<file path="src/logic/md_defs.svh">
// Multiply/divide unit widths, buffer depths and pipeline depths.
`ifndef MD_DEFS_SVH
`define MD_DEFS_SVH

// Operand and tag widths.
`define MD_WIDTH        32
`define MD_TAG_WIDTH    4

// Result buffer slots per pipeline and initial downstream credits.
`define MD_BUF_DEPTH    4
`define MD_OUT_CREDITS  2

// Pipeline depths.
`define MD_DIV_STAGES   4
`define MD_MUL_STAGES   2

`endif

</file>
<file path="src/logic/md_pkg.sv">
// Multiply/divide unit types shared by the issue stage, pipelines and arbiter.
`default_nettype none

`include "md_defs.svh"

package md_pkg;

    typedef logic [`MD_WIDTH-1:0]     word_t;
    typedef logic [2*`MD_WIDTH-1:0]   dword_t;
    typedef logic [`MD_TAG_WIDTH-1:0] tag_t;

    typedef enum logic {
        MD_MULTU = 1'b0,
        MD_DIVU  = 1'b1
    } md_op_t;

    typedef struct packed {
        md_op_t op;
        tag_t   tag;
        word_t  a;
        word_t  b;
    } md_req_t;

    // Division puts the quotient in lo and the remainder in hi.
    typedef struct packed {
        tag_t  tag;
        word_t hi;
        word_t lo;
    } md_result_t;

    // Dividend shifts out at the top while quotient bits fill in below.
    typedef struct packed {
        logic  valid;
        tag_t  tag;
        word_t dividend;
        word_t divisor;
        word_t rem;
    } md_stage_t;

endpackage

`default_nettype wire

</file>
<file path="src/logic/multiplier.sv">
// Two-stage unsigned multiplier built from four half-width partial products.
`default_nettype none

`include "md_defs.svh"

module multiplier import md_pkg::*; (
    input  logic       clk,
    input  logic       reset,
    input  logic       in_valid,
    input  md_req_t    in,
    output logic       out_valid,
    output md_result_t out
);
    localparam int H = `MD_WIDTH / 2;

    logic [`MD_MUL_STAGES-1:0] valid_pipe;
    tag_t   tag_q;
    word_t  pp_ll;
    word_t  pp_lh;
    word_t  pp_hl;
    word_t  pp_hh;
    dword_t product;

    always_ff @(posedge clk) begin
        if (reset) begin
            valid_pipe <= '0;
        end else begin
            valid_pipe <= {valid_pipe[`MD_MUL_STAGES-2:0], in_valid};
        end
    end

    // Stage one.
    always_ff @(posedge clk) begin
        tag_q <= in.tag;
        pp_ll <= in.a[H-1:0] * in.b[H-1:0];
        pp_lh <= in.a[H-1:0] * in.b[`MD_WIDTH-1:H];
        pp_hl <= in.a[`MD_WIDTH-1:H] * in.b[H-1:0];
        pp_hh <= in.a[`MD_WIDTH-1:H] * in.b[`MD_WIDTH-1:H];
    end

    // Cross terms land in the middle of the product.
    assign product = {pp_hh, pp_ll} + (dword_t'(pp_lh) << H) + (dword_t'(pp_hl) << H);

    // Stage two.
    always_ff @(posedge clk) begin
        out.tag <= tag_q;
        out.hi  <= product[2*`MD_WIDTH-1:`MD_WIDTH];
        out.lo  <= product[`MD_WIDTH-1:0];
    end

    assign out_valid = valid_pipe[`MD_MUL_STAGES-1];

endmodule

`default_nettype wire

</file>
<file path="config.mk">
export PLATFORM = sky130hd
export DESIGN_NAME = multiplier
export DESIGN_NICKNAME = d
export VERILOG_FILES = /design/src/logic/md_pkg.sv /design/src/logic/multiplier.sv
export VERILOG_INCLUDE_DIRS = /design/src /design/src/logic
export SDC_FILE = /design/constraint.sdc
export NUM_CORES = 2
export LEC_CHECK = 0
export BUFFER_PORTS_ARGS = -buffer_cell sky130_fd_sc_hd__buf_2
export CAP_MARGIN = 30
export CORE_AREA = 2 2 295 356
export CTS_CLUSTER_SIZE = 12
export DETAILED_ROUTE_END_ITERATION = 10
export DIE_AREA = 0 0 297 358
export SLEW_MARGIN = 0
export SYNTH_ARGS = -nofsm -noshare
export SYNTH_HDL_FRONTEND = slang
export SYNTH_SLANG_ARGS = --single-unit
</file>
<file path="constraint.sdc">
create_clock -name clk -period 6.6 [get_ports clk]
set_input_delay 1.32 -clock clk [delete_from_list [all_inputs] [get_ports clk]]
set_output_delay 1.32 -clock clk [all_outputs]
set_load 0.02 [all_outputs]
</file>
Yosys cells after proc, flatten, opt, wreduce, memory -nomap -nowiden
Index checks and enable logic that the tools add are counted.
{"block": "totals", "register_bits": 202, "latch_bits": 0, "ram_bits": 0, "rom_bits": 0, "out_inout_bits": 69, "elab_cells": 15, "n_memories": 0}
{"block": "op_classes", "n_addsub": 2, "multipliers": 4, "div_mod_pow": 0, "n_lt_le_gt_ge": 0, "n_eq_ne": 0, "shifts": 0, "mux": 0, "bitwise_logic": 0, "reduce_logical": 0}
{"operator": "$add 64x48->64", "count": 2}
{"operator": "$mul 16x16->32", "count": 4}

Longest topological paths before layout
{"block": "logic_depth", "word_depth": 2, "mapped_depth": 23, "depth_no_buf": 21}

Least setup slack after synthesis
Ideal clock, no wire load.
{"block": "synth_timing", "path_kind": "input to register", "startpoint": "input port in[1] (netlist bit)", "endpoint": "register pp_ll[24]", "setup_time_ps": 115, "arrival_ps": 6747, "t_required_ps": 6485, "setup_slack_ps": -262, "cell_stages": 19, "path_buffers": 1, "cell_sequence": "clkbuf_1 nand2_1 fa_1 fa_1 fa_1 fa_1 inv_1 fa_1 inv_1 fa_1 inv_1 ha_1 a21oi_1 o21ai_0 a31o_2 o21ai_2 a21oi_1 or4b_2 and3_1"}
{"block": "synth_via", "elab_chain_len": 1}
{"element": "start: declaration", "line": "multiplier.sv:10", "rtl": "input md_req_t in,"}
{"element": "$mul 16x16->32", "line": "multiplier.sv:35", "rtl": "pp_ll <= in.a[H-1:0] * in.b[H-1:0];"}
{"element": "end signal: assignment", "line": "multiplier.sv:35"}
{"element": "end: declaration", "line": "multiplier.sv:18", "rtl": "word_t pp_ll;"}
No other way between the ends.
A chain may end at the register's enable or synchronous reset.

Final worst setup path
{"block": "layout_timing", "startpoint": "input port in[51] (netlist bit)", "endpoint": "register pp_hh[26]"}
{"block": "layout_via", "elab_chain_len": 1}
{"element": "$mul 16x16->32", "line": "multiplier.sv:38", "rtl": "pp_hh <= in.a[`MD_WIDTH-1:H] * in.b[`MD_WIDTH-1:H];"}
{"element": "end signal: assignment", "line": "multiplier.sv:38"}
{"element": "end: declaration", "line": "multiplier.sv:21", "rtl": "word_t pp_hh;"}
No other way between the ends.

==> reports/results.ini <==
[grt]
antenna_found_initial = 10
use_met2_pct = 39.1
gr-usage-met3_pct = 2.26
grt_max_degree = 33
grtUsageTotal_pct = 21.0
grt-ovfl-total = 0
grt.busiest_layer = met2
grt_pass1_wl_mm = 177
met1_usage_pct = 25.0
grt_pass1_vias = 33800

[worst_setup_path]
r2r_slack_ps = 2500
endpoint_kind = flop
cp.arrival_ps = 6990
cpMostUsedCell = fa_1
worstRegToRegCells = 12
worst_path_max_delay_cell = fa_1
timing.rr.end = out[57]$_DFF_P_
critPathLaunchType = input pin
cp_max_fo = 21
r2r-start = pp_ll[17]$_DFF_P_
path_cells = buf_2 -> buf_4 -> and2_1 -> fa_1 -> fa_1 -> fa_1 -> fa_1 -> fa_1 -> inv_1 -> fa_1 -> inv_1 -> ha_1 -> nand4_1 -> or2_2 -> o211ai_2 -> a41oi_4 -> or4b_1 -> o2111ai_2
required_ps = 7130
critPathMaxStageDelay_ps = 570
critical_path_class = input pin to flop

[cts]
clockBufferDepth = 3
clkTransAtPathRegs_ps = 60
cts_buffers = 27
h-tree-depth = 1
cts_tree = done
root_buffer = clkbuf_16
clkSinkCount = 202
insertion_delay_ps = 610

[yosys]
avgSynthCellArea_um2 = 9.02
synth_area_leader_cell = fa_1
syn_area_um2 = 40900
synth_area_leaders = fa_1 40%, ha_1 14%, dfxtp_1 9.9%
synthArstFlopShare_pct = 0
syn_nets = 5859
syn-instance-count = 4530
synth_ff_type = dfxtp_1
ys_seq_area_share_pct = 9.89
synth_edf_count = 0
synth.ff_latch_count = 202
synth_cell_types = 79
yosysTopAreaCellShare_pct = 39.6
synth-warning-count = 0

[worst_hold_path]
holdPathEnd = out[9]$_DFF_P_
min_delay_path_depth = 0
hp-class = flop to flop
min_from = pp_ll[9]$_DFF_P_

[finish]
drive_gt1_share_pct = 14.9
nFillCells = 10000
final_area_um2 = 47700
finalNonFillerCells = 6370
area_delta_synth_final_pct = 16.7
nets = 6297

[sta]
finalMaxSlewViolations = 0
slew_headroom_pct = 39.1
worstMarginPinSlew_ps = 914
fin_crit_sh_pct = 97.9
layout_min_cycle_time_ps = 6460
setup_violations = 0
setup_slack_ps = 136
final_hold_viol_count = 0
tns_ps = 0
max_clock_freq_mhz = 155
rsz0062_at_grt = true
skew_ps = 27.0

[floorplan]
dieArea_um2 = 106000
coreArea_um2 = 103000
fp.dieH_um = 358
rows = 129
io_pins = 141
fp.dieW_um = 297
initial_core_util_pct = 39.8

[drt]
drc = 0
avgRoutedWirePerCell_um = 16.8
first_pass_iters = 6
ant_nets = 0
via_count = 31200
drt_wl_total_mm = 107
drtIter0Drc = 1444
viasPerCell = 4.90

[run]
maxCapViolCount = 0

[place]
port_buffers = 139
place_hpwl_mm = 92.0
dp.cells = 6312
placedInstanceArea_um2 = 46400
globalplace.congestion = 0.879
post-place-ws_ps = -650

[outcome]
status = finished clean

==> registers in the layout, summed over array words and instances, names as in the netlist <==
signal and cells:
out 68, pp_hh 32, pp_hl 32, pp_lh 32, pp_ll 32, tag_q 4, valid_pipe 2
==> through the flow <==
stage	util (%)	hold WS, ps
2_1_floorplan	-	310
3_3_place_gp	45.2	311
3_5_place_dp	45.2	312
4_1_cts	46.1	323
5_1_grt	46.4	332
6_report	46.5	322
==> synthesized netlist by cell type (all sizes together) (13+ instances only) <==
master	instances
a211oi	18
a21o	62
a21oi	120
a31oi	20
and2	480
and3	25
clkbuf	213
dfxtp	202
fa	809
ha	448
inv	958
nand2	615
nand2b	16
nand3	38
nor2	83
nor2b	13
nor3	33
o211ai	15
o21a	15
o21ai	72
o21bai	20
xnor2	107
xor2	33
==> cells by family after synthesis <==
logic type	count (synthesis)	share of synthesized area, %
AND/OR/NAND/NOR	1354	16.4
adder cells (fa/ha/maj)	1257	53.3
buffers and inverters	1173	10.8
AO/OA/AOI/OAI	400	6.49
flip-flops	202	9.89
XOR/XNOR	140	3.00
multiplexers	4	0.101
==> worst max-delay path, delay by kind of cell <==
family / cells / cell delay, ps
AOI/OAI and AO/OA: 3 / 490
buffers and inverters: 4 / 740
and+or+nand+nor: 4 / 1210
adders and majority gates: 7 / 3190
==> worst max path at each step <==
stage / slack, ps / cells after the start / endpoint / start
global route: -10 / 22 / pp_hh[26]$_DFF_P_ / in[22]
floorplan: -30 / 20 / pp_ll[24]$_DFF_P_ / in[43]
CTS: 20 / 21 / pp_hh[27]$_DFF_P_ / in[53]
global placement: -650 / 21 / pp_hh[27]$_DFF_P_ / in[53]
finish: 140 / 18 / pp_hh[26]$_DFF_P_ / in[51]
detailed placement: -650 / 23 / pp_ll[29]$_DFF_P_ / in[1]
==> metal layers <==
metal	up-vias	wire length (um)	part of all wire (%)
li1	14600	-	-
met1	15800	43000	40
met2	672	55400	52
met3	164	4540	4.2
met4	2	4100	3.8
met5	-	13	0.012
==> layout make-up <==
cell class,instances,area [um^2],area share [%]
diodes,7,17.5,0.0367
repair buffers,624,4710,9.88
clock buffers,38,767,1.61
multi-input cells,3155,32700,68.5
flip-flops and latches,202,4040,8.48
well taps,1375,1720,3.61
inverters,958,3600,7.54
clock inverters,11,143,0.299
==> layout by cell type, fill, tap and decap left out, types with 38 or more instances in the layout <==
cell type / count
a21o_1: 60
o21ai_0: 61
xnor2_1: 107
inv_1: 957
nand2_1: 614
a21oi_1: 112
ha_1: 441
nor2_1: 82
and2_1: 474
buf_4: 461
dfxtp_1: 202
buf_2: 114
fa_1: 802
nand3_1: 38
==> what timing repair did <==
item	CTS	global route
hold buffers	0	0
setup buffers	0	2
pin swaps	0	37
endpoints found under the setup margin	3	35
resized for setup	2	96
Power is not shown: default switching activity piles up to over one toggle a cycle in this logic, so the estimate is an artifact.
