`config.mk`:
```
export PLATFORM = sky130hd
export DESIGN_NAME = md_issue
export DESIGN_NICKNAME = d
export VERILOG_FILES = /design/src/logic/md_pkg.sv /design/src/logic/md_issue.sv
export VERILOG_INCLUDE_DIRS = /design/src /design/src/logic
export SDC_FILE = /design/constraint.sdc
export NUM_CORES = 1
export LEC_CHECK = 0
export BUFFER_PORTS_ARGS = -buffer_cell sky130_fd_sc_hd__buf_4
export CORE_MARGIN = 1.5
export CORE_UTILIZATION = 45
export DETAILED_ROUTE_END_ITERATION = 8
export GPL_TIMING_DRIVEN = 0
export HOLD_SLACK_MARGIN = 0.15
export PLACE_DENSITY = 0.78
export SYNTH_ARGS = -nofsm -noshare
export SYNTH_HDL_FRONTEND = slang
export SYNTH_SLANG_ARGS = --single-unit
```
`constraint.sdc`:
```
create_clock -name clk -period 9.48 [get_ports clk]
set_input_delay 0.474 -clock clk [delete_from_list [all_inputs] [get_ports clk]]
set_output_delay 0.474 -clock clk [all_outputs]
set_load 0.01 [all_outputs]
```
`src/logic/md_defs.svh`:
```
// Multiply/divide unit widths, buffer depths and pipeline depths.
`ifndef MD_DEFS_SVH
`define MD_DEFS_SVH

// Operand and tag widths.
`define MD_WIDTH        32
`define MD_TAG_WIDTH    4

// Result buffer slots per pipeline and initial downstream credits.
`define MD_BUF_DEPTH    4
`define MD_OUT_CREDITS  2

// Pipeline depths.
`define MD_DIV_STAGES   4
`define MD_MUL_STAGES   2

`endif

```
`src/logic/md_pkg.sv`:
```
// Multiply/divide unit types shared by the issue stage, pipelines and arbiter.
`default_nettype none

`include "md_defs.svh"

package md_pkg;

    typedef logic [`MD_WIDTH-1:0]     word_t;
    typedef logic [2*`MD_WIDTH-1:0]   dword_t;
    typedef logic [`MD_TAG_WIDTH-1:0] tag_t;

    typedef enum logic {
        MD_MULTU = 1'b0,
        MD_DIVU  = 1'b1
    } md_op_t;

    typedef struct packed {
        md_op_t op;
        tag_t   tag;
        word_t  a;
        word_t  b;
    } md_req_t;

    // Division puts the quotient in lo and the remainder in hi.
    typedef struct packed {
        tag_t  tag;
        word_t hi;
        word_t lo;
    } md_result_t;

    // Dividend shifts out at the top while quotient bits fill in below.
    typedef struct packed {
        logic  valid;
        tag_t  tag;
        word_t dividend;
        word_t divisor;
        word_t rem;
    } md_stage_t;

endpackage

`default_nettype wire

```
`src/logic/md_issue.sv`:
```
// Issue stage that steers requests to the divider or multiplier under credit control.
`default_nettype none

`include "md_defs.svh"

module md_issue import md_pkg::*; (
    input  logic    clk,
    input  logic    reset,
    input  logic    req_valid,
    input  md_req_t req,
    output logic    req_ready,
    output logic    div_in_valid,
    output logic    mul_in_valid,
    output md_req_t div_in,
    output md_req_t mul_in,
    input  logic    div_credit,
    input  logic    mul_credit
);
    localparam int CW = $clog2(`MD_BUF_DEPTH + 1);
    typedef logic [CW-1:0] credit_t;

    credit_t div_cnt;
    credit_t mul_cnt;
    logic    is_div;
    logic    accept;

    function automatic credit_t credit_next(input credit_t cnt, input logic inc,
                                            input logic dec);
        case ({inc, dec})
            2'b10:   return cnt + 1'b1;
            2'b01:   return cnt - 1'b1;
            default: return cnt;
        endcase
    endfunction

    assign is_div    = (req.op == MD_DIVU);
    assign req_ready = is_div ? (div_cnt != '0) : (mul_cnt != '0);
    assign accept    = req_valid && req_ready;

    always_ff @(posedge clk) begin
        if (reset) begin
            div_cnt      <= credit_t'(`MD_BUF_DEPTH);
            mul_cnt      <= credit_t'(`MD_BUF_DEPTH);
            div_in_valid <= 1'b0;
            mul_in_valid <= 1'b0;
        end else begin
            div_cnt      <= credit_next(div_cnt, div_credit, accept && is_div);
            mul_cnt      <= credit_next(mul_cnt, mul_credit, accept && !is_div);
            div_in_valid <= accept && is_div;
            mul_in_valid <= accept && !is_div;
        end
    end

    // Request payload toward the pipelines.
    always_ff @(posedge clk) begin
        if (accept && is_div) begin
            div_in <= req;
        end
        if (accept && !is_div) begin
            mul_in <= req;
        end
    end

endmodule

`default_nettype wire

```
Word-level counts from Yosys, hierarchy flattened:

Index checks and enable logic that the tools add are counted.

* add/subtract/negate cells: 4
* equal/unequal tests: 4
* multiplexer cells: 3
* reductions and logical operators: 8

Operators by type and width (number)
* $pmux 3 s2: 2
* $add 3x1->3 const B: 2
* $reduce_bool 3->1: 2
* $sub 3x1->3 const B: 2
* $eq 2x1->1 const B: 2
* $eq 2x2->1 const B: 2
* $reduce_bool 2->1: 2
* $logic_and 1x1->1: 3
* $logic_not 1->1: 1
* $mux 1: 1

* bits in registers: 146
* input port bits: 74
* output and inout port bits: 141
* word-level logic and storage cells: 31

Longest topological paths before layout:

* depth after elaboration: 6
* gate-level depth with buffers: 8
* depth with buffers taken out: 8

Worst setup path before layout:

OpenSTA, ideal clock, no wires.

* kind: input to register
* start point: in req[68] (netlist name)
* end point: reg mul_cnt[2]
* library setup time: 127 ps
* data arrival time: 7437 ps
* required time: 9353 ps
* path slack: 1916 ps
* stages: 7
* path buffers: 0
* path through: nor3b_1 -> ha_1 -> inv_1 -> fa_1 -> xor2_1 -> o21ai_1 -> or3b_1

* word-level cells in the longest chain between the ends: 5
* elaborated cells on any way between the ends: 8
* classes of those cells: 2 x eq/ne; 2 x mux; 4 x reduce/logical

Ends and longest elaborated chain
* from (decl): RTL line md_issue.sv:10 `input md_req_t req,`
* $mux 1: RTL line md_issue.sv:37 `assign req_ready = is_div ? (div_cnt != '0) : (mul_cnt != '0);`
* $logic_and 1x1->1: RTL line md_issue.sv:38 `assign accept = req_valid && req_ready;`
* $logic_and 1x1->1 (*): RTL line md_issue.sv:48 `mul_cnt <= credit_next(mul_cnt, mul_credit, accept && !is_div);`
* $eq 2x1->1 or $eq 2x2->1 (tied branches): RTL line md_issue.sv:29 `case ({inc, dec})`
* $pmux 3 s2 or $reduce_bool 2->1 (tied branches)
* to (signal assigned): RTL line md_issue.sv:43 `` mul_cnt <= credit_t'(`MD_BUF_DEPTH); ``
* to (signal assigned): RTL line md_issue.sv:48
* to (decl): RTL line md_issue.sv:23 `credit_t mul_cnt;`

Mark *: on every way between the ends. The rest lies on a longest branch, timed or not.
A chain may end at the register's enable or synchronous reset.

Worst setup path in the final report:

* start point: reg div_cnt[0]
* end point: reg div_cnt[2]

* word-level cells in the longest chain between the ends: 6
* elaborated cells on any way between the ends: 10
* classes of those cells: 2 x add/sub; 2 x eq/ne; 2 x mux; 4 x reduce/logical

Ends and longest elaborated chain
* from (decl): RTL line md_issue.sv:22 `credit_t div_cnt;`
* from (signal assigned): RTL line md_issue.sv:42 `` div_cnt <= credit_t'(`MD_BUF_DEPTH); ``
* from (signal assigned): RTL line md_issue.sv:47 `div_cnt <= credit_next(div_cnt, div_credit, accept && is_div);`
* $reduce_bool 3->1: RTL line md_issue.sv:37
* $mux 1: RTL line md_issue.sv:37
* $logic_and 1x1->1: RTL line md_issue.sv:38
* $logic_and 1x1->1: RTL line md_issue.sv:47
* $eq 2x1->1 or $eq 2x2->1 (tied branches): RTL line md_issue.sv:29
* $pmux 3 s2 or $reduce_bool 2->1 (tied branches)

Several ways; a longest one is shown, not always the timed one.

==> metrics.md <==
| Metric | Value |
|---|---|
| Delay-heaviest family, CP | simple AND/OR/NAND/NOR gates |
| Final min period | roughly 2.5 ns |
| Vias in the first global route | 3088 |
| Critical path data required time | 9.86 ns |
| Pwr per Cell Area | slightly above 200 nW/um^2 |
| Routability cong. | slightly above 0.7 |
| Final setup viols | 0 |
| Final net count | 571 |
| Crit path max-delay cell type | nor2_4 |
| Resized cells post-CTS | 0 |
| Max IR drop VDD | between 0.1 and 0.15 mV |
| I/O Buffers | ~210 |
| Unique masters post-synth | 15 |
| WP data arrival | 2.89 ns |
| Layout area overhead | 70.64% |
| First-pass GRT wire length | ~17000 um |
| Top cells by area, synth | edfxtp_1 91%, dfxtp_1 3.5%, fa_1 0.88% |
| Syn Std Cell Area | between 4000 and 5000 sq um |
| Leak | 3.131 nW |
| Clock sink count | 146 |
| Worst hold slack | ~0.19 ns |
| Worst-margin pin slew | between 0.6 and 0.7 ns |
| Drt initial violations | roughly 120 |
| Rows | 36 |
| Vias | between 2000 and 3000 |
| H-tree levels | 4 |
| Clock-pin slew on the worst setup and hold paths | around 0.060 ns |
| WL/cell | ~18 um |
| Die width | between 100 and 150 um |
| Placed Cells | 539 |
| WP buf/inv | 1 |
| Yosys top cell area share | 0.9106 |
| Yosys reg bits | ~150 |
| I/O pin count | 215 |
| Synth Area per Inst | approximately 25 sq um |
| Initial Util | 0.4656 |
| Fraction of layout cells with a size suffix above 1 | 0.5020 |
| ANT cells | 0 |
| DP Wirelength | between 7000 and 8000 um |
| Final worst slack | 6.973 ns |
| Worst-path cell chain | nor3_1, nor2_4, ha_1, inv_1, fa_1, xor2_1, o21ai_1, or3b_1 |
| Reg2Reg Setup Slack | ~7 ns |
| Setup Slack @ Placement | ~6.8 ns |
| Slew margin rel. | 0.5733 |
| Postcts setup bufs | 0 |
| Core ar. | 9774 sq um |
| Drt pass-1 iters | 4 |
| Post-synthesis sequential area ratio | 0.9458 |
| Crit path largest cell delay | roughly 0.53 ns |
| Final cycle utilization of the critical path | 0.2644 |
| CP endpoint kind | register |
| Status | finished clean |
| Mapped Cells | ~180 |
| Worst Setup Start Kind | register |
| Clock root cell | clkbuf_8 |
| Clk Latency, worst-skew pair | 0.50 ns |
| Largest net degree at the start of global routing | 34 |
| Biggest area consumer among synthesized cells | edfxtp_1 |
| Chip Height | around 100 um |
| Clock skew | around 0.0075 ns |
| Initial antenna violation count | 0 |
| Average vias per placed instance | roughly 4.6 |
| Critical path type | register to register |
| Total GRT Usage | 0.2176 |
| CTS Hold Bufs | between 60 and 70 |
| Max Slew Vio Count | 0 |
| Post-Syn Nets | about 260 |
| DRT Wirelength | around 11000 um |
| FMAX | 398.9 MHz |
| RSZ-0062 raised after global routing | false |
| Non-filler instance count after layout | around 640 |
| Crit Path Max Fanout | 16 |
| Drt drc | 0 |
| CTS Buf Count | 17 |
| CTS tree | done |
| Full die area | 10720 sq um |
| Detail Route Antenna Nets | 0 |
| Clock Path Buffers | 2 |
| Final Hold Viols | 0 |
| Congestion Overflow GR | 0 |
| Ys Warns | 0 |
| Hold Crit Class | input pin to register |
| Max Cap Viol | 0 |
[area by class of cell]
class	instances	area [sq um]
well taps	133	166.4
clock inverters	14	211.5
fillers	521	2009
multi-input cells	30	229.0
inverters	8	30.03
clock buffers	18	417.9
repair buffers	290	2406
flip-flops and latches	146	4304
[cells in the mapped netlist]
cell type,number
a21oi_1,2
dfxtp_1,8
edfxtp_1,138
fa_1,2
ha_1,2
inv_1,8
mux2i_1,1
nand2_1,1
nor2_1,7
nor2b_1,1
nor3_1,5
nor3b_1,1
o21ai_1,2
or3b_1,2
xor2_1,4
[per-layer routing]
| layer | vias to the layer above | track usage | wire length (um) |
|---|---|---|---|
| met5 | - | 0 | 0 |
| met4 | 0 | 0.1032 | 268 |
| met3 | 24 | 0.06167 | 658 |
| met2 | 130 | 0.3971 | 6485 |
| met1 | 1437 | 0.2315 | 4063 |
| li1 | 1340 | - | - |
[cells in the final DEF, fill, tap and decap left out, types with 4 or more instances in the layout]
master / n
nor2_1: 6
clkinvlp_4: 4
buf_6: 5
inv_1: 8
xor2_1: 4
dlygate4sd3_1: 68
dfxtp_1: 8
bufinv_16: 5
nor3_1: 5
buf_4: 214
edfxtp_1: 138
clkbuf_16: 16
[through the flow]
stage / TNS [ns] / utilization / area, sq um / power [mW]
final: 0 / 0.7944 / 7765 / 1.611
after global routing: 0 / 0.7944 / 7765 / 1.662
after CTS: 0 / 0.7913 / 7735 / 1.615
after detailed placement: 0 / 0.6604 / 6455 / 0.9020
after global placement: -1.440 / 0.6470 / 6324 / 0.8944
after floorplan: 0 / - / 4551 / 0.8159
[kinds of logic (layout without fill, tap and decap cells)]
kind of cell    after synthesis  in the layout  synth area share
compound gates                4              4          0.004399
flops                       146            146            0.9458
buf+inv                       8            330          0.006599
fa+ha+maj                     4              4           0.01430
xor+xnor                      4              4          0.007698
simple gates                 17             17           0.01897
mux                           1              1          0.002200
[power breakdown]
part	switching (mW)	internal, mW
clock network	0.244	0.453
logic	0.0699	0.0842
registers	0.0128	0.747
total	0.327	1.28
[state kept, by name, indices dropped and copies added, names as in the netlist]
signal and flops:
div_in 69, mul_cnt 3, mul_in 69, div_cnt 3, div_in_valid 1, mul_in_valid 1
[path summary, 6_finish.rpt]
check	startpoint	cells after the start	end
max	div_cnt[0]	8	div_cnt[2]
min	req[68]	1	div_in[68]
max reg2reg	div_cnt[0]	8	div_cnt[2]
min reg2reg	div_cnt[1]	2	div_cnt[1]
No activity file was read; power rests on OpenSTA's default activity.
