File: config.mk
export PLATFORM = sky130hd
export DESIGN_NAME = divider
export DESIGN_NICKNAME = d
export VERILOG_FILES = /design/src/logic/md_pkg.sv /design/src/logic/divider.sv
export VERILOG_INCLUDE_DIRS = /design/src /design/src/logic
export SDC_FILE = /design/constraint.sdc
export NUM_CORES = 2
export LEC_CHECK = 0
export ABC_AREA = 1
export BUFFER_PORTS_ARGS = -buffer_cell sky130_fd_sc_hd__buf_2
export CAP_MARGIN = 0
export CELL_PAD_IN_SITES_DETAIL_PLACEMENT = 1
export CELL_PAD_IN_SITES_GLOBAL_PLACEMENT = 1
export CORE_MARGIN = 2
export CORE_UTILIZATION = 40
export CTS_CLUSTER_SIZE = 25
export DETAILED_ROUTE_END_ITERATION = 16
export PLACE_DENSITY_LB_ADDON = 0.3
export SYNTH_ARGS = -nofsm -noshare
export SYNTH_HDL_FRONTEND = slang
export SYNTH_SLANG_ARGS = --single-unit
File: constraint.sdc
create_clock -name clk -period 42 [get_ports clk]
set_input_delay 2.1 -clock clk [delete_from_list [all_inputs] [get_ports clk]]
set_output_delay 2.1 -clock clk [all_outputs]
set_load 0.05 [all_outputs]
File: src/logic/md_defs.svh
// Multiply/divide unit widths, buffer depths and pipeline depths.
`ifndef MD_DEFS_SVH
`define MD_DEFS_SVH

// Operand and tag widths.
`define MD_WIDTH        32
`define MD_TAG_WIDTH    4

// Result buffer slots per pipeline and initial downstream credits.
`define MD_BUF_DEPTH    4
`define MD_OUT_CREDITS  2

// Pipeline depths.
`define MD_DIV_STAGES   4
`define MD_MUL_STAGES   2

`endif

File: src/logic/md_pkg.sv
// Multiply/divide unit types shared by the issue stage, pipelines and arbiter.
`default_nettype none

`include "md_defs.svh"

package md_pkg;

    typedef logic [`MD_WIDTH-1:0]     word_t;
    typedef logic [2*`MD_WIDTH-1:0]   dword_t;
    typedef logic [`MD_TAG_WIDTH-1:0] tag_t;

    typedef enum logic {
        MD_MULTU = 1'b0,
        MD_DIVU  = 1'b1
    } md_op_t;

    typedef struct packed {
        md_op_t op;
        tag_t   tag;
        word_t  a;
        word_t  b;
    } md_req_t;

    // Division puts the quotient in lo and the remainder in hi.
    typedef struct packed {
        tag_t  tag;
        word_t hi;
        word_t lo;
    } md_result_t;

    // Dividend shifts out at the top while quotient bits fill in below.
    typedef struct packed {
        logic  valid;
        tag_t  tag;
        word_t dividend;
        word_t divisor;
        word_t rem;
    } md_stage_t;

endpackage

`default_nettype wire

File: src/logic/divider.sv
// Pipelined unsigned restoring divider with a fixed number of steps per stage.
`default_nettype none

`include "md_defs.svh"

module divider import md_pkg::*; (
    input  logic       clk,
    input  logic       reset,
    input  logic       in_valid,
    input  md_req_t    in,
    output logic       out_valid,
    output md_result_t out
);
    localparam int NSTAGE = `MD_DIV_STAGES;
    localparam int STEPS  = `MD_WIDTH / `MD_DIV_STAGES;

    md_stage_t stage_in;
    md_stage_t stage_d [NSTAGE];
    md_stage_t stage_q [NSTAGE];

    // One stage worth of restoring steps.
    function automatic md_stage_t div_steps(input md_stage_t st);
        md_stage_t          nx;
        logic [`MD_WIDTH:0] shifted;
        logic               fits;
        nx = st;
        for (int i = 0; i < STEPS; i++) begin
            shifted = {nx.rem, nx.dividend[`MD_WIDTH-1]};
            fits    = (shifted >= {1'b0, nx.divisor});
            if (fits) begin
                shifted = shifted - {1'b0, nx.divisor};
            end
            // Remainder stays below the divisor, so the top bit is zero here.
            nx.rem      = shifted[`MD_WIDTH-1:0];
            nx.dividend = {nx.dividend[`MD_WIDTH-2:0], fits};
        end
        return nx;
    endfunction

    always_comb begin
        stage_in.valid    = in_valid;
        stage_in.tag      = in.tag;
        stage_in.dividend = in.a;
        stage_in.divisor  = in.b;
        stage_in.rem      = '0;
    end

    always_comb begin
        stage_d[0] = div_steps(stage_in);
        for (int s = 1; s < NSTAGE; s++) begin
            stage_d[s] = div_steps(stage_q[s-1]);
        end
    end

    always_ff @(posedge clk) begin
        for (int s = 0; s < NSTAGE; s++) begin
            stage_q[s] <= stage_d[s];
            if (reset) begin
                stage_q[s].valid <= 1'b0;
            end
        end
    end

    // After the last stage the dividend field holds the quotient.
    assign out_valid = stage_q[NSTAGE-1].valid;
    assign out.tag   = stage_q[NSTAGE-1].tag;
    assign out.hi    = stage_q[NSTAGE-1].rem;
    assign out.lo    = stage_q[NSTAGE-1].dividend;

endmodule

`default_nettype wire

---- Yosys cells after proc, flatten, opt, wreduce, memory -nomap -nowiden ----
Memories as Yosys holds them, arrays and structs flattened.
Cells that the tools add are included.
W data, S select, Z words.
storage, ports and cells
  bits of input ports ..................... 72
  bits in writable memories ............... 404
  ROM bits ................................ 0
  output and inout port bits .............. 69
  word-level logic and storage cells ...... 107
  bits in latches ......................... 0
  bits in registers ....................... 0
  memories kept ........................... 1
memory list
  memory   depth  width  rd ports  clocked after Yosys merged registers in  wr ports  line           text
  stage_q  4      101    4         0                                        4         divider.sv:19  md_stage_t stage_q [NSTAGE];
operators by class
  $lt $le $gt $ge ......................... 32
  add/sub/neg operators ................... 32
  multiplexer cells ....................... 38
  equality and inequality tests ........... 0
  bitwise gates (word level) .............. 4
  div/mod/pow operators ................... 0
  reduce and logical (&&, ||, !) cells .... 0
  multiply operators ...................... 0
  shift-type cells ........................ 0
operator list
  operator              count
  $mux W32              32
  $ge A33 B32 Y1        31
  $sub A32 B32 Y32      31
  $ge A1 B32 Y1         1
  $sub A1 B32 Y32       1
  $mux W1               6
  $or A1 B1 Y1 const A  4

---- Logic depth before layout (Yosys ltp) ----
An unclocked memory read counts as a cell.
  depth in word-level cells ............... 17
  gate-level depth with buffers ........... 164
  gate-level depth less buffers ........... 151

---- Least setup slack after synthesis ----
Ideal clock, no wire load.
  path type ............................... input-to-reg
  start ................................... input port in[1] in the netlist's numbering
  end ..................................... memory stage_q[0][23] in the netlist's numbering
  arrival ................................. 19.974 ns
  buffers on the path ..................... 12
  data required time ...................... 41.942 ns
  setup slack ............................. 21.968 ns
  stages on the path ...................... 134
  library setup time ...................... 0.058 ns
  cell sequence ........................... inv_1 > ha_1 > nand2_1 > o31ai_1 > nand3_1 > clkbuf_1 > clkbuf_1 > a21oi_1 > ha_1 > nand2_1 > nor2_1 > inv_1 > nor3_1 > nand2_1 > nand2_1 > nand3_1 > nand2_1 > nand2_1 > (+98 left out) > ha_1 > nand2_1 > o21ai_0 > a21boi_0 > o21bai_1 > a21oi_1 > o21ai_0 > a21boi_0 > o21ai_0 > a21boi_0 > o21ai_0 > a21boi_0 > o21ai_0 > nand3_1 > nand2_1 > xor2_1 > nand2_1 > nand2_1
RTL lines
  element          line           text
  start, declared  divider.sv:10  input md_req_t in,
  end, declared    divider.sv:19

==> flow_metrics.env <==
export IMPL_die_y_um=425.2
export IMPL_critical_path_class="register to register"
export IMPL_grt_pass1_wl_mm=476.9
export IMPL_vias=81310
export IMPL_synth_area_leaders="nand2_1 (18%), ha_1 (18%), dfxtp_1 (10%)"
export IMPL_ys_ff_latch=372
export IMPL_ctsLongestPathBuffers=3
export IMPL_synth_top_area_share_pct=18.38
export IMPL_cts_made_buffers=50
export IMPL_vias_per_cell=5.707
export IMPL_cts_resized=0
export IMPL_synth_area_um2=70980
export IMPL_top_register="stage_q"
export IMPL_cp_max_fo=54
export IMPL_post_cts_buffers=0
export IMPL_critPathSlowestCell="inv_1"
export IMPL_largest_register_ffs=372
export IMPL_fin_area_um2=76090
export IMPL_synth_distinct_cells=69
export IMPL_postCtsHoldBufs=0
export IMPL_min_period_ns=28.32
export IMPL_holdWs_ns=0.2914
export IMPL_ys_seq_area_share_pct=10.49
export IMPL_htree_levels=2
export IMPL_clock_sinks=372
export IMPL_place_area_um2=74350
export IMPL_grt_start_max_net_pins=63
export IMPL_drive_gt1_share_pct=4.379
export IMPL_ys_flop_type="dfxtp_1"
export IMPL_routedWlPerCell_um=22.02
export IMPL_async_reset_ff_share_pct=0
export IMPL_crit_arrival_ns=28.93
export IMPL_tritoncts="built"
export IMPL_synth_top_area_cell="nand2_1"
export IMPL_reg_top3="stage_q: 372 flops"
export IMPL_initial_core_util_pct=40.26
export IMPL_totalWireLength_mm=313.8
export IMPL_required_ns=42.62
export IMPL_grt_overflow=0
export IMPL_drc=0
export IMPL_setup_ws_ns=13.68
export IMPL_synth_area_per_cell_um2=6.033
export IMPL_path_clk_slew_ns=0.06
export IMPL_cpMostUsedCell="nand2_1"
export IMPL_groute_usage_overall_pct=33.52
export IMPL_io_pins=141
export IMPL_ys_warn_count=0
export IMPL_post_place_ws_ns=14.24
export IMPL_hp_start="stage_q[2][71]"
export IMPL_finClkSkew_ns=0.05243
export IMPL_r2r_start="stage_q[2][62]"
export IMPL_tightestPinTransition_ns=1.248
export IMPL_finalCritPeriodShare_pct=67.42
export IMPL_rows=154
export IMPL_antenna_found_initial=11
export IMPL_antenna_left=0
export IMPL_nets=12960
export IMPL_rsz0062_at_grt="no"
export IMPL_cap_violations=0
export IMPL_synth_edf_count=0
export IMPL_startpoint_type="register"
export IMPL_die_w_um=425.2
export IMPL_setup_viol_count_final=0
export IMPL_grt_pass1_vias=81570
export IMPL_tns_ns=0
export IMPL_syn_num_nets=12860
export IMPL_timing_fmax_mhz=35.32
export IMPL_dr_pass1_iters=5
export IMPL_slew_headroom_pct=16.01
export IMPL_critPathLaunch="stage_q[2][62]"
export IMPL_drt_iter0_drc=5260
export IMPL_placement_io_buffers=139
export IMPL_dieArea_um2=180800
export IMPL_clock_latency_ns=0.71
export IMPL_clockRootBuffer="clkbuf_16"
export IMPL_dp_hpwl_mm=253.6
export IMPL_synthToLayoutAreaGrowth_pct=7.203
export IMPL_hold_path_class="register to register"
export IMPL_fillers=24280
export IMPL_gp_congestion=0.9853
export IMPL_status="finished, final reports clean"
export IMPL_end_kind="register"
export IMPL_coreArea_um2=176300
export IMPL_hold_violations=0
export IMPL_slew_violations=0
export IMPL_synthCells=11760
export IMPL_critPathMaxStageDelay_ns=0.94
## area by class of cell
| type | instances | area, µm² | share of cell area, % |
|---|---|---|---|
| flip-flops and latches | 372 | 7447 | 9.787 |
| diodes | 9 | 22.52 | 0.02960 |
| well taps | 2340 | 2928 | 3.848 |
| clock inverters | 37 | 409.1 | 0.5377 |
| repair buffers | 258 | 1589 | 2.088 |
| inverters | 1385 | 5201 | 6.836 |
| multi-input cells | 9791 | 57180 | 75.15 |
| clock buffers | 55 | 1311 | 1.723 |
## layout by cell type (no fill, tap or decap), types with 17 or more instances in the layout
cell type	netlist	routed
nand2_1	3475	3475
inv_1	1365	1365
a21oi_1	1105	1105
ha_1	994	994
o21ai_0	822	822
nor2_1	723	721
nand3_1	647	647
xnor2_1	433	433
xor2_1	432	432
dfxtp_1	372	372
buf_2	105	139
nor3_1	122	122
nand4_1	121	121
buf_4	40	119
o21ai_1	96	96
a21o_1	86	86
o21bai_1	76	76
nor4_1	76	76
o21a_1	64	64
a31oi_1	64	64
a21boi_0	53	53
clkbuf_16	0	51
or2_2	36	36
a221oi_1	35	35
o221ai_1	34	34
fa_1	31	31
o211ai_1	29	29
nand3b_1	25	25
nor2_2	22	24
nand3_2	19	19
inv_2	18	18
and2_1	18	18
nand2_2	17	17
## critical path: cells and delay by family, from the launching register on
kind	cells	cell delay, ns
flip-flops	1	0.30
buffers and inverters	16	4.79
AO/OA/AOI/OAI	31	8.95
AND/OR/NAND/NOR	90	10.94
adder cells (fa/ha/maj)	8	3.00
## layer usage
metal  GRT usage [%]  wire length (µm)
met5               0                44
met3           5.016             18550
met1           43.25            139000
met2           54.09            139600
met4           16.87             16630
## path summary, 6_finish.rpt
kind               endpoint  slack, ns  cells past startpoint
min          stage_q[3][79]       0.29                      0
max          stage_q[3][25]      13.68                    145
min reg2reg  stage_q[3][79]       0.29                      0
max reg2reg  stage_q[3][25]      13.68                    145
## logic make-up after synthesis
family / synth area share [%]
compound gates: 20.02
xor+xnor: 10.67
fa+ha+maj: 18.40
buf+inv: 8.951
mux: 0.01586
flops: 10.49
simple gates: 31.45
## cells in the mapped netlist, types with 9 or more instances
| library cell | n |
|---|---|
| a31o_2 | 9 |
| nor3_1 | 122 |
| ha_1 | 994 |
| or2_2 | 36 |
| nand3_2 | 19 |
| a21boi_1 | 11 |
| a21oi_1 | 1105 |
| nor4_1 | 76 |
| a21o_1 | 86 |
| buf_4 | 40 |
| o21bai_1 | 76 |
| nand4_1 | 121 |
| inv_2 | 18 |
| a31oi_1 | 64 |
| and2_1 | 18 |
| o21ai_0 | 822 |
| nand2_1 | 3475 |
| a21boi_0 | 53 |
| xor2_1 | 432 |
| nand3b_1 | 25 |
| inv_1 | 1365 |
| dfxtp_1 | 372 |
| o21ai_1 | 96 |
| buf_2 | 105 |
| o211ai_1 | 29 |
| o21a_1 | 64 |
| o221ai_1 | 34 |
| nor2_4 | 12 |
| buf_1 | 9 |
| a221oi_1 | 35 |
| nand2_2 | 17 |
| a211oi_1 | 16 |
| clkbuf_1 | 54 |
| o31ai_1 | 16 |
| nand3_4 | 9 |
| nor2_1 | 723 |
| nor2_2 | 22 |
| fa_1 | 31 |
| nand3_1 | 647 |
| xnor2_1 | 433 |
## per-stage QoR
step / cells / util (%)
floorplan: 11760 / -
global placement: 14150 / 42.17
detailed placement: 14150 / 42.17
CTS: 14240 / 43.15
global route: 14240 / 43.15
finish: 14250 / 43.16
Power is left out: the tool's default activity adds up to more than one toggle a clock period on the data nets, which glitch-free logic cannot reach.
