<file path="src/logic/md_defs.svh">
// Multiply/divide unit widths, buffer depths and pipeline depths.
`ifndef MD_DEFS_SVH
`define MD_DEFS_SVH

// Operand and tag widths.
`define MD_WIDTH        32
`define MD_TAG_WIDTH    4

// Result buffer slots per pipeline and initial downstream credits.
`define MD_BUF_DEPTH    4
`define MD_OUT_CREDITS  2

// Pipeline depths.
`define MD_DIV_STAGES   4
`define MD_MUL_STAGES   2

`endif

</file>
<file path="src/logic/md_pkg.sv">
// Multiply/divide unit types shared by the issue stage, pipelines and arbiter.
`default_nettype none

`include "md_defs.svh"

package md_pkg;

    typedef logic [`MD_WIDTH-1:0]     word_t;
    typedef logic [2*`MD_WIDTH-1:0]   dword_t;
    typedef logic [`MD_TAG_WIDTH-1:0] tag_t;

    typedef enum logic {
        MD_MULTU = 1'b0,
        MD_DIVU  = 1'b1
    } md_op_t;

    typedef struct packed {
        md_op_t op;
        tag_t   tag;
        word_t  a;
        word_t  b;
    } md_req_t;

    // Division puts the quotient in lo and the remainder in hi.
    typedef struct packed {
        tag_t  tag;
        word_t hi;
        word_t lo;
    } md_result_t;

    // Dividend shifts out at the top while quotient bits fill in below.
    typedef struct packed {
        logic  valid;
        tag_t  tag;
        word_t dividend;
        word_t divisor;
        word_t rem;
    } md_stage_t;

endpackage

`default_nettype wire

</file>
<file path="src/logic/hilo_arbiter.sv">
// Result buffers and round-robin arbiter for the shared HI/LO result port.
`default_nettype none

`include "md_defs.svh"

module hilo_arbiter import md_pkg::*; (
    input  logic       clk,
    input  logic       reset,
    input  logic       div_valid,
    input  logic       mul_valid,
    input  md_result_t div_result,
    input  md_result_t mul_result,
    output logic       div_credit,
    output logic       mul_credit,
    output logic       result_valid,
    output md_result_t result,
    input  logic       result_credit
);
    localparam int DEPTH = `MD_BUF_DEPTH;
    localparam int PW    = $clog2(DEPTH);
    localparam int CW    = $clog2(DEPTH + 1);
    localparam int OW    = $clog2(`MD_OUT_CREDITS + 1);

    typedef logic [PW-1:0] ptr_t;
    typedef logic [CW-1:0] count_t;
    typedef logic [OW-1:0] out_cnt_t;

    // Index 0 is the divider buffer, index 1 the multiplier buffer.
    md_result_t buf_mem [2][DEPTH];
    md_result_t push_data [2];
    ptr_t       wr_ptr [2];
    ptr_t       rd_ptr [2];
    count_t     count [2];
    logic [1:0] push;
    logic [1:0] nonempty;
    logic [1:0] pop_vec;
    logic       grant;
    logic       last;
    logic       pop;
    out_cnt_t   out_cnt;

    assign push         = {mul_valid, div_valid};
    assign push_data[0] = div_result;
    assign push_data[1] = mul_result;
    assign nonempty     = {count[1] != '0, count[0] != '0};

    // The buffer not served last wins a tie.
    always_comb begin
        case (nonempty)
            2'b01:   grant = 1'b0;
            2'b10:   grant = 1'b1;
            default: grant = ~last;
        endcase
    end

    assign pop     = (out_cnt != '0) && (nonempty != 2'b00);
    assign pop_vec = pop ? (grant ? 2'b10 : 2'b01) : 2'b00;

    always_ff @(posedge clk) begin
        if (reset) begin
            for (int p = 0; p < 2; p++) begin
                wr_ptr[p] <= '0;
                rd_ptr[p] <= '0;
                count[p]  <= '0;
            end
            last         <= 1'b1;
            out_cnt      <= out_cnt_t'(`MD_OUT_CREDITS);
            result_valid <= 1'b0;
            div_credit   <= 1'b0;
            mul_credit   <= 1'b0;
        end else begin
            for (int p = 0; p < 2; p++) begin
                if (push[p]) begin
                    wr_ptr[p] <= wr_ptr[p] + 1'b1;
                end
                if (pop_vec[p]) begin
                    rd_ptr[p] <= rd_ptr[p] + 1'b1;
                end
                count[p] <= count[p] + count_t'(push[p]) - count_t'(pop_vec[p]);
            end
            if (pop) begin
                last <= grant;
            end
            out_cnt      <= out_cnt + out_cnt_t'(result_credit) - out_cnt_t'(pop);
            result_valid <= pop;
            div_credit   <= pop_vec[0];
            mul_credit   <= pop_vec[1];
        end
    end

    // Buffer storage and result payload.
    always_ff @(posedge clk) begin
        for (int p = 0; p < 2; p++) begin
            if (push[p]) begin
                buf_mem[p][wr_ptr[p]] <= push_data[p];
            end
        end
        if (pop) begin
            result <= buf_mem[grant][rd_ptr[grant]];
        end
    end

endmodule

`default_nettype wire

</file>
<file path="config.mk">
export PLATFORM = sky130hd
export DESIGN_NAME = hilo_arbiter
export DESIGN_NICKNAME = d
export VERILOG_FILES = /design/src/logic/md_pkg.sv /design/src/logic/hilo_arbiter.sv
export VERILOG_INCLUDE_DIRS = /design/src /design/src/logic
export SDC_FILE = /design/constraint.sdc
export NUM_CORES = 1
export LEC_CHECK = 0
export ABC_CLOCK_PERIOD_IN_PS = 3560
export BUFFER_PORTS_ARGS = -buffer_cell sky130_fd_sc_hd__buf_4
export CORE_MARGIN = 3
export CORE_UTILIZATION = 29
export CTS_CLUSTER_SIZE = 30
export DETAILED_ROUTE_END_ITERATION = 10
export GPL_ROUTABILITY_DRIVEN = 0
export GPL_TIMING_DRIVEN = 0
export HOLD_SLACK_MARGIN = 0.03
export SLEW_MARGIN = 20
export SYNTH_ARGS = -nofsm -noshare
export SYNTH_HDL_FRONTEND = slang
export SYNTH_SLANG_ARGS = --single-unit
</file>
<file path="constraint.sdc">
create_clock -name clk -period 3.56 [get_ports clk]
set_clock_uncertainty 0.1 [all_clocks]
set_input_delay 0.356 -clock clk [delete_from_list [all_inputs] [get_ports clk]]
set_output_delay 0.356 -clock clk [all_outputs]
set_load 0.03 [all_outputs]
</file>
Yosys cells after proc, flatten, opt, wreduce, memory -nomap -nowiden
Memory sizes are Yosys's and may differ from the RTL's.
Cells that the tools add are included.
{"block": "word_totals", "reg_bits": 74, "ram_bits": 558, "in_bits": 141, "wordCells": 79, "n_memories": 4}
{"name": "buf_mem", "words": 2, "word_bits": 272, "read_ports": 1, "rd_ports_with_merged_regs": 0, "write_ports": 2, "line_no": "hilo_arbiter.sv:29", "source": "md_result_t buf_mem [2][DEPTH];"}
{"name": "count", "words": 2, "word_bits": 3, "read_ports": 2, "rd_ports_with_merged_regs": 0, "write_ports": 2, "line_no": "hilo_arbiter.sv:33", "source": "count_t count [2];"}
{"name": "rd_ptr", "words": 2, "word_bits": 2, "read_ports": 3, "rd_ports_with_merged_regs": 0, "write_ports": 2, "line_no": "hilo_arbiter.sv:32", "source": "ptr_t rd_ptr [2];"}
{"name": "wr_ptr", "words": 2, "word_bits": 2, "read_ports": 2, "rd_ports_with_merged_regs": 0, "write_ports": 2, "line_no": "hilo_arbiter.sv:31", "source": "ptr_t wr_ptr [2];"}
{"block": "classes", "add_sub_neg": 10, "n_lt_le_gt_ge": 5, "eq_ne": 2, "n_mux": 33, "bitwise": 10, "reduce_logical": 7}
{"cell": "$mux W272", "n": 2}
{"cell": "$demux W68 S2", "n": 2}
{"cell": "$mux W68", "n": 4}
{"cell": "$bmux W68 S2", "n": 1}
{"cell": "$mux W1", "n": 15}
{"cell": "$mux W2", "n": 6}
{"cell": "$ge A3 B3 Y1 const B", "n": 3}
{"cell": "$not A2 Y3", "n": 3}
{"cell": "$add A2 B1 Y2 const B", "n": 4}
{"cell": "$add A3 B1 Y3", "n": 2}
{"cell": "$lt A3 B1 Y1 const B", "n": 2}
{"cell": "$mux W3", "n": 2}
{"cell": "$or A1 B1 Y1", "n": 6}
{"cell": "$reduce_bool A3 Y1", "n": 2}
{"cell": "$sub A3 B1 Y3", "n": 2}
{"cell": "$reduce_bool A2 Y1", "n": 2}
{"cell": "$logic_and A1 B1 Y1", "n": 3}
{"cell": "$add A2 B1 Y2", "n": 1}
{"cell": "$eq A2 B1 Y1 const B", "n": 1}
{"cell": "$eq A2 B2 Y1 const B", "n": 1}
{"cell": "$pmux W1 S2", "n": 1}
{"cell": "$sub A2 B1 Y2", "n": 1}
{"cell": "$not A1 Y1", "n": 1}

Depth between registers and ports, before layout
{"block": "depth", "ltp_word": 9, "depth_mapped": 12}

Worst setup path after synthesis
Ideal clock, no wire load.
{"block": "synth_path", "path_type": "register to register", "from": "mem count[0][4] (netlist bit)", "to": "reg out_cnt[1]", "setup_ns": 0.115, "arrival_ns": 2.661, "required_time_ns": 3.345, "slack_ns": 0.684, "path_stages_with_launch": 12, "path_cell_list": "dfxtp_1 or3_1 inv_1 ha_1 o21bai_1 inv_2 ha_1 inv_1 ha_1 xor2_1 xnor2_1 nand2_1"}
{"item": "start: declaration", "line_no": "hilo_arbiter.sv:33"}
{"item": "end signal: assignment", "line_no": "hilo_arbiter.sv:67", "source": "out_cnt <= out_cnt_t'(`MD_OUT_CREDITS);"}
{"item": "end signal: assignment", "line_no": "hilo_arbiter.sv:84", "source": "out_cnt <= out_cnt + out_cnt_t'(result_credit) - out_cnt_t'(pop);"}
{"item": "end: declaration", "line_no": "hilo_arbiter.sv:40", "source": "out_cnt_t out_cnt;"}

==> results.sh <==
export IMPL_use_met2_pct=21.4
export IMPL_drtIter0Drc=747
export IMPL_cp_slowest_cell="fa_1"
export IMPL_fin_crit_sh_pct=93.2
export IMPL_cp_depth=10
export IMPL_clk_pin_slew_ns=0.06
export IMPL_cts_num_sinks=632
export IMPL_cp_cell_sequence="or3_1 > ha_1 > nand2b_1 > nand2_1 > buf_2 > nor3_1 > fa_1 > xor2_1 > xnor2_1 > nor2_1"
export IMPL_syn_area_sq_mm=0.0236
export IMPL_fmax_mhz=301
export IMPL_critPathCaptureType="flip-flop"
export IMPL_overflow=0
export IMPL_clock_path_buffers=3
export IMPL_fin_util_pct=38.0
export IMPL_grt_pass1_wl_mm=81.0
export IMPL_final_common_cell="edfxtp_1"
export IMPL_synth_cells=961
export IMPL_preCtsSetupSlack_ns=0.191
export IMPL_max_stage_delay_ns=0.47
export IMPL_seq_area_frac_synth_pct=79.8
export IMPL_max_slew_margin_pct=41.5
export IMPL_setup_slack_ns=0.243
export IMPL_drc=0
export IMPL_startpoint_type="flip-flop"
export IMPL_ys_types=26
export IMPL_grt_usage_pct=13.0
export IMPL_hold_violations=0
export IMPL_cts_buffers=72
export IMPL_vdd_drop_max_mv=0.435
export IMPL_cts_max_level=3
export IMPL_critPathMaxFanout=10
export IMPL_ant_nets=0
export IMPL_setup_viol=0
export IMPL_slew_viol_final=0
export IMPL_start_util_pct=29.3
export IMPL_cp_required_ns=3.92
export IMPL_dpl_cell_area_sq_mm=0.0269
export IMPL_synthesis_nets=1118
export IMPL_port_buffer_count=211
export IMPL_r2r_slack_ns=0.24
export IMPL_cts_resized=0
export IMPL_wire_per_inst_um=21.8
export IMPL_worst_pin_slew_ns=0.878
export IMPL_syn_avg_cell_area_sq_um=24.6
export IMPL_p_leak_uw=0.0103
export IMPL_routed_wl_mm=54.8
export IMPL_hold_class="primary input to flip-flop"
export IMPL_rr_worst_depth=10
export IMPL_cts_tree="yes"
export IMPL_criticalPathCategory="flip-flop to flip-flop"
export IMPL_areaGrowthSynthToFinish_pct=29.5
export IMPL_first_pass_iters=5
export IMPL_hold_slack_ns=0.0854
export IMPL_grt_util_met1_pct=17.4
export IMPL_ys_warn_count=0
export IMPL_grt_pass1_vias=12400
export IMPL_final_cell_mix="edfxtp_1 (620), buf_4 (211), dlygate4sd3_1 (139), mux4_2 (136), clkbuf_16 (76)"
export IMPL_crit_buf_inv=1
export IMPL_grt_util_met3_pct=2.76
export IMPL_rows=104
export IMPL_finalCriticalPeriod_ns=3.32
export IMPL_hold_path_cell_count=2
export IMPL_num_vias=11100
export IMPL_nNetsFinal=1555
export IMPL_cp_data_arrival_time_ns=3.67
export IMPL_rsz0062_at_grt="no"
export IMPL_die_w_um=292
export IMPL_grt_busiest_layer="met2"
export IMPL_hpwl_mm=34.9
export IMPL_die_h_um=292
export IMPL_crit_family="simple AND/OR/NAND/NOR gates"
export IMPL_final_area_sq_mm=0.0306
export IMPL_dieArea_sq_mm=0.0850
export IMPL_clk_latency_ns=0.61
export IMPL_synth_seq_cells=632
export IMPL_coreArea_sq_mm=0.0807
export IMPL_avgViaCountPerCell=4.43
export IMPL_antenna_found_initial=7
export IMPL_drive_above_1_share_pct=39.9
export IMPL_grt_max_degree=44
export IMPL_p_per_area_mw_per_mm2=793
export IMPL_status="complete, no violations"
export IMPL_io_pins=212
export IMPL_cts_root_buf="clkbuf_16"
export IMPL_maxCapViolCount=0
[per-layer routing]
metal	wire, um	part of all wire, %
met5	70	0.13
met1	24200	44
met3	2750	5.0
met2	26600	49
met4	1080	2.0
[kinds of logic after synthesis]
group | after synthesis | share of synthesized area (%)
buffers and inverters | 52 | 1.67
AOI/OAI and AO/OA | 6 | 0.138
muxes | 204 | 16.2
xor gates and xnor gates | 10 | 0.370
and+or+nand+nor | 41 | 0.937
adders and majority gates | 16 | 0.910
DFF | 632 | 79.8
[power by group]
| part | internal, uW | switching, uW | total, uW |
|---|---|---|---|
| registers | 9420 | 267 | 9690 |
| clock network | 4350 | 2930 | 7280 |
| logic | 3350 | 3970 | 7320 |
| total | 17100 | 7170 | 24300 |
[final cells by class]
| type | instances | area [sq um] |
|---|---|---|
| repair buffers | 363 | 3290 |
| clock inverters | 41 | 392 |
| inverters | 12 | 50.0 |
| flip-flops and latches | 632 | 18900 |
| fillers | 7291 | 50100 |
| clock buffers | 84 | 1940 |
| well taps | 1060 | 1330 |
| multi-input cells | 277 | 4410 |
| plain buffers | 40 | 350 |
| diodes | 3 | 7.51 |
[state kept, by name (all words and copies together) (netlist names), 2 cells and up]
name	count
buf_mem	544
count	6
wr_ptr	4
out_cnt	2
result	68
rd_ptr	4
[worst paths after layout]
check | startpoint | to
worst max register to register | count[0][4] | count[0][2]
worst min-delay path | mul_valid | wr_ptr[0][3]
worst max-delay path | count[0][4] | count[0][2]
worst min register to register | out_cnt[1] | out_cnt[1]
[timing repair]
action,4_1_cts,5_1_grt
buffers inserted,0,0
hold buffers,139,0
endpoints found under the hold margin,550,0
[worst register-to-register path, stage by stage (launching register included)]
cell and delay (ns):
dfxtp_1 0.33, or3_1 0.43, ha_1 0.31, nand2b_1 0.18
nand2_1 0.46, buf_2 0.42, nor3_1 0.13, fa_1 0.47
xor2_1 0.16, xnor2_1 0.15, nor2_1 0.05
[cells in the mapped netlist (all sizes together)]
cell type / n / area (sq um)
xor2: 4 / 35.0
nor2: 11 / 41.3
nor2b: 5 / 31.3
inv: 12 / 45.0
nor3: 4 / 20.0
a21oi: 1 / 5.00
mux2: 68 / 766
or2: 2 / 12.5
and2: 11 / 68.8
or3: 1 / 6.26
o21ai: 4 / 20.0
edfxtp: 620 / 18600
mux4: 136 / 3060
and3b: 1 / 8.76
clkbuf: 9 / 33.8
nand2: 2 / 7.51
o21bai: 1 / 7.51
fa: 2 / 40.0
buf: 31 / 317
xnor2: 6 / 52.6
ha: 14 / 175
nand2b: 4 / 25.0
dfxtp: 12 / 240
[per-stage QoR]
step                      TNS, ns  power (uW)  cells
after global placement    -590.97       17100   2232
after floorplan                 0       14600    961
final                           0       24300   2512
after global routing            0       25500   2510
after detailed placement        0       17200   2245
after CTS                       0       24800   2509
Power figures use the tool's default switching activity.
